### src/include/dcache_macros.svh
`ifndef DCACHE_MACROS_SVH
`define DCACHE_MACROS_SVH

// Word and line widths in bits
`define WORD_SIZE      32
`define LINE_SIZE      128

// Direct-mapped geometry
`define CACHE_SETS     8
`define OFFSET_SIZE    4
`define SET_SIZE       3
`define TAG_SIZE       25

// Store buffer slots
`define SB_ENTRIES     4

// Cycles from refill request to response
`define MEM_LATENCY    4
`define MEM_LINES      64

// Access size codes
`define BYTE_SIZE      2'b00
`define FULL_WORD_SIZE 2'b10

`endif

### src/hdl/mem_types_pkg.sv
`include "dcache_macros.svh"

package mem_types_pkg;

    // Data word, also used for byte addresses
    typedef logic [`WORD_SIZE-1:0] word_t;

    // One whole cache line
    typedef logic [`LINE_SIZE-1:0] line_t;

    // Address fields, from the top bit down
    typedef logic [`TAG_SIZE-1:0] tag_t;

    typedef logic [`SET_SIZE-1:0] set_t;

    // Byte position inside a line
    typedef logic [`OFFSET_SIZE-1:0] offset_t;

    // Pin count, one extra bit so that SB_ENTRIES itself fits
    typedef logic [$clog2(`SB_ENTRIES):0] pin_t;

    // BYTE_SIZE or FULL_WORD_SIZE
    typedef logic [1:0] acc_size_t;

endpackage

### src/hdl/cache_types_pkg.sv
`include "dcache_macros.svh"

package cache_types_pkg;

    import mem_types_pkg::*;

    // Request from the pipeline, held until accepted
    typedef struct packed {
        logic      valid;
        logic      store;
        acc_size_t size;
        word_t     addr;
        word_t     wdata;
    } cpu_req_t;

    // One store waiting to be written into the cache
    typedef struct packed {
        word_t     addr;
        acc_size_t size;
        word_t     value;
    } sb_entry_t;

    // Refill request, single-cycle pulse
    typedef struct packed {
        logic  strobe;
        word_t addr;
    } mem_req_t;

    // Refill response, single-cycle pulse
    typedef struct packed {
        logic  strobe;
        word_t addr;
        line_t data;
    } mem_res_t;

    // Victim write-back, single-cycle pulse
    typedef struct packed {
        logic  strobe;
        word_t addr;
        line_t data;
    } mem_wr_t;

endpackage

### src/hdl/store_buffer.sv
`timescale 1ns/10ps
`include "dcache_macros.svh"

module store_buffer (
    input  logic                       clk,
    input  logic                       rst,
    input  logic                       push,
    input  cache_types_pkg::sb_entry_t push_entry,
    input  logic                       pop,
    input  mem_types_pkg::word_t       load_addr,
    input  logic                       load_check,
    output cache_types_pkg::sb_entry_t head,
    output logic                       head_valid,
    output logic                       full,
    output logic                       conflict
);
    import mem_types_pkg::*;
    import cache_types_pkg::*;

    // Queue storage
    sb_entry_t slots [`SB_ENTRIES];
    logic [`SB_ENTRIES-1:0] slot_valid;

    // Pointers wrap naturally, depth is a power of two
    logic [$clog2(`SB_ENTRIES)-1:0] wr_ptr;
    logic [$clog2(`SB_ENTRIES)-1:0] rd_ptr;

    // Number of stores held
    pin_t count;

    // Per-slot line match against the load
    logic [`SB_ENTRIES-1:0] line_hit;

    assign head       = slots[rd_ptr];
    assign head_valid = count != '0;
    assign full       = count == pin_t'(`SB_ENTRIES);

    // Compare line addresses only, offset bits ignored
    always_comb begin
        for (int i = 0; i < `SB_ENTRIES; i++) begin
            line_hit[i] = slot_valid[i]
                && slots[i].addr[`WORD_SIZE-1:`OFFSET_SIZE] == load_addr[`WORD_SIZE-1:`OFFSET_SIZE];
        end
    end

    assign conflict = load_check && |line_hit;

    // Payload write
    always_ff @(posedge clk) begin
        if (push) begin
            slots[wr_ptr] <= push_entry;
        end
    end

    always_ff @(posedge clk) begin
        if (rst) begin
            wr_ptr     <= '0;
            rd_ptr     <= '0;
            count      <= '0;
            slot_valid <= '0;
        end else begin
            if (push) begin
                wr_ptr             <= wr_ptr + 1'b1;
                slot_valid[wr_ptr] <= 1'b1;
            end
            // Head leaves at the same edge as its cache write
            if (pop) begin
                rd_ptr             <= rd_ptr + 1'b1;
                slot_valid[rd_ptr] <= 1'b0;
            end
            count <= count + pin_t'(push) - pin_t'(pop);
        end
    end

    // Top level gates push on full, the cache gates pop on a valid head
    a_no_overflow: assert property (@(posedge clk) disable iff (rst)
        !((push && full) || (pop && !head_valid)));

endmodule

### config.mk
export PLATFORM = sky130hd
export DESIGN_NAME = store_buffer
export DESIGN_NICKNAME = d
export VERILOG_FILES = /design/src/hdl/mem_types_pkg.sv /design/src/hdl/cache_types_pkg.sv /design/src/hdl/store_buffer.sv
export VERILOG_INCLUDE_DIRS = /design/src /design/src/include
export SDC_FILE = /design/constraint.sdc
export NUM_CORES = 1
export LEC_CHECK = 0
export CAP_MARGIN = 0
export CELL_PAD_IN_SITES_DETAIL_PLACEMENT = 1
export CELL_PAD_IN_SITES_GLOBAL_PLACEMENT = 1
export CORE_ASPECT_RATIO = 2
export CORE_MARGIN = 2
export CORE_UTILIZATION = 40
export DETAILED_ROUTE_END_ITERATION = 7
export DONT_BUFFER_PORTS = 1
export PLACE_DENSITY_LB_ADDON = 0.08
export SLEW_MARGIN = 30
export SYNTH_ARGS = -nofsm -noshare
export SYNTH_HDL_FRONTEND = slang
export SYNTH_SLANG_ARGS = --single-unit
### constraint.sdc
create_clock -name clk -period 2.9 [get_ports clk]
set_clock_uncertainty 0.1 [all_clocks]
set_input_delay 0 -clock clk [delete_from_list [all_inputs] [get_ports clk]]
set_output_delay 0 -clock clk [all_outputs]
set_load 0.005 [all_outputs]
==> impl_metrics.json <==
{
  "cp_cell_sequence": "xor2_1 > nor4_1 > nand4_1 > nor4_1 > o41a_1",
  "fin_crit_ps": 2570,
  "synth_seq_cells": 277,
  "grt_pass1_wl_mm": 41.3,
  "synth_top_area_cell": "edfxtp_1",
  "overflow": 0,
  "rsz0062_at_grt": "no",
  "wl_per_cell_microns": 27.3,
  "power_frac_seq_pct": 53.3,
  "finalSetupTns_ps": 0,
  "cts_inserted_buffers": 25,
  "hpwl_mm": 19.7,
  "slowest_delay_ps": 590,
  "seqCellArea_sq_um": 8200,
  "cts_tree": "done",
  "netlist.area_leader.share_pct": 69.8,
  "peakVddDrop_v": 0.000669,
  "synth_edf_count": 264,
  "synth_area_leaders": "edfxtp_1 (70%), mux4_2 (13%), xor2_1 (5.9%)",
  "initial_core_util_pct": 40.5,
  "worst-path-buf-inv": 0,
  "switching_share_pct": 22.3,
  "worstMarginPinSlew_ps": 653,
  "postRouteWirelength_mm": 28.0,
  "die_h_microns": 242,
  "fillCellCount": 2580,
  "firstDrtPassIters": 6,
  "required_ps": 2800,
  "maxSlewViolCount": 0,
  "start_kind": "flop",
  "area_delta_synth_final_pct": 17.9,
  "combPwrFrac_pct": 10.4,
  "end_kind": "primary output",
  "yosysMostFrequentCell": "edfxtp_1",
  "cp_top_family": "simple AND/OR/NAND/NOR gates",
  "drt_iter0_drc": 238,
  "multiInputGateArea_sq_um": 3070,
  "whs_ps": 21.1,
  "yosys-top-cells-count": "edfxtp_1 (264), xor2_1 (77), mux4_2 (66), xnor2_1 (39), nor4_1 (20)",
  "hold_class": "in -> out",
  "powerDensity_nw_per_um2": 661,
  "startpoint": "slots[0][61]$_DFFE_PP_",
  "netlist_instances": 559,
  "max_cap_viol_count": 0,
  "port_buffers": 0,
  "clockBufferDepth": 3,
  "fin_total_pwr_w": 0.00885,
  "p_int_w": 0.00688,
  "yosysSeqAreaShare_pct": 72.0,
  "status": "complete, no violations",
  "critPathKind": "reg -> out",
  "cts_htree_levels": 1,
  "postRouteAntennaNets": 0,
  "cp_max_fo": 2,
  "hold_start": "load_check",
  "die-width_microns": 123,
  "globalplace.congestion": 0.856,
  "num_vias": 5512,
  "ys.flop_type": "edfxtp_1",
  "clk_pin_slew_ps": 60,
  "r2r_start": "count[0]$_SDFF_PP0_",
  "cts_resized": 0,
  "track_usage_pct": 19.3,
  "antenna_found_initial": 0,
  "leakagePower_nw": 4.27,
  "met1_length_mm": 8.91,
  "cpMostUsedCell": "nor4_1",
  "layout.nets": 768,
  "detailroute.wirelength.met2_mm": 15.7,
  "post-route-period-util_pct": 88.5,
  "max_freq_mhz": 390,
  "hold_viol_final": 0,
  "rows": 87,
  "p_switching_w": 0.00197,
  "diodes": 0,
  "slew_headroom_pct": 56.0,
  "clkPwrFrac_pct": 36.3,
  "top_layer": "met4",
  "clk_latency_ps": 510,
  "synth_async_sr_flop_share_pct": 0,
  "grt_pass1_vias": 6366,
  "drc_errors": 0,
  "wl_met3_mm": 1.60,
  "synth_area_sq_um": 11400,
  "ys.warnings.count": 0,
  "finalSetupViolCount": 0,
  "synth_nets": 673,
  "via_per_inst": 5.37,
  "dieArea_sq_um": 29900,
  "core-area_sq_um": 28100,
  "crit_path_top_delay_cell": "nor4_1",
  "ff2ff_setup_slack_ps": 690,
  "cp.arrival_ps": 2470,
  "synth.avg_cell_area_sq_um": 20.3,
  "grt_max_degree": 40,
  "io_pins": 172,
  "cts.sinks": 277,
  "cts_root_buf": "clkbuf_16",
  "ys_types": 26,
  "drive_above_1_share_pct": 17.8
}
[worst paths after layout]
| path | endpoint | cells after the start |
|---|---|---|
| max | conflict | 5 |
| min | conflict | 1 |
| max reg2reg | count[1]$_SDFF_PP0_ | 8 |
| min reg2reg | slot_valid[3]$_SDFF_PP0_ | 1 |
[logic make-up (layout without fill, tap and decap cells)]
family	count (synthesis)	after routing	share of synthesized area, %
AND/OR/NAND/NOR	54	54	2.87
AO/OA/AOI/OAI	9	9	0.539
adder cells (fa/ha/maj)	11	11	1.28
flip-flops	277	277	72.0
multiplexers	68	68	13.3
buffers and inverters	24	135	1.07
XOR/XNOR	116	116	8.94
[cells in the final DEF, fill, tap and decap left out, types with 8 or more instances in the layout]
master         netlist  routed
nor4_1              20      20
edfxtp_1           264     264
mux4_2              66      66
xor2_1              77      77
dfxtp_1             13      11
clkbuf_16            0      25
dlygate4sd3_1        0      71
xnor2_1             39      39
buf_4                4       8
nand4_1             11      11
ha_1                10      10
[flip-flops by register name, indices dropped and copies added (netlist names), named ones only]
register,flops
slots,264
wr_ptr,2
slot_valid,4
count,3
rd_ptr,2
[stage by stage]
| stage | worst slack [ps] | cells | util, % | instance area (sq um) |
|---|---|---|---|---|
| final | 335 | 1026 | 47.7 | 13400 |
| after global routing | 336 | 1026 | 47.7 | 13400 |
| after CTS | 366 | 1026 | 47.7 | 13400 |
| after detailed placement | 949 | 912 | 42.4 | 11900 |
| after global placement | 1000 | 912 | 42.4 | 11900 |
| after floorplan | 259 | 559 | - | 11400 |
[final cells by class]
cell class,instances,share of cell area [%]
flip-flops and latches,277,61.1
multi-input cells,258,22.9
repair buffers,85,6.65
clock buffers,32,4.86
well taps,356,3.32
clock inverters,11,0.961
inverters,7,0.196
[power groups by stage]
stage	logic [W]	registers [W]	clock network [W]
floorplan	0.000584	0.00475	0
global placement	0.000818	0.00479	0
detailed placement	0.000819	0.00481	0
CTS	0.000955	0.00473	0.00332
global route	0.00100	0.00475	0.00342
finish	0.000922	0.00472	0.00321
[metal layers]
layer / up-vias / global-route usage [%]
li1: 2421 / -
met1: 2853 / 18.9
met2: 181 / 35.9
met3: 57 / 4.10
met4: 0 / 10.8
met5: - / 0
[worst register-to-register path: stages (launching register included)]
cell and delay (ps):
dfxtp_1 370, inv_1 60, ha_1 260, inv_1 50, ha_1 140, inv_1 50
fa_1 490, dlygate4sd3_1 540, nor2_1 40
[what timing repair did]
action                                 in CTS  in global routing
hold buffers                               71                  0
setup buffers                               0                  0
setup endpoints to repair                   0                  0
endpoints found under the hold margin     404                  0
No activity file was read; power rests on OpenSTA's default activity.
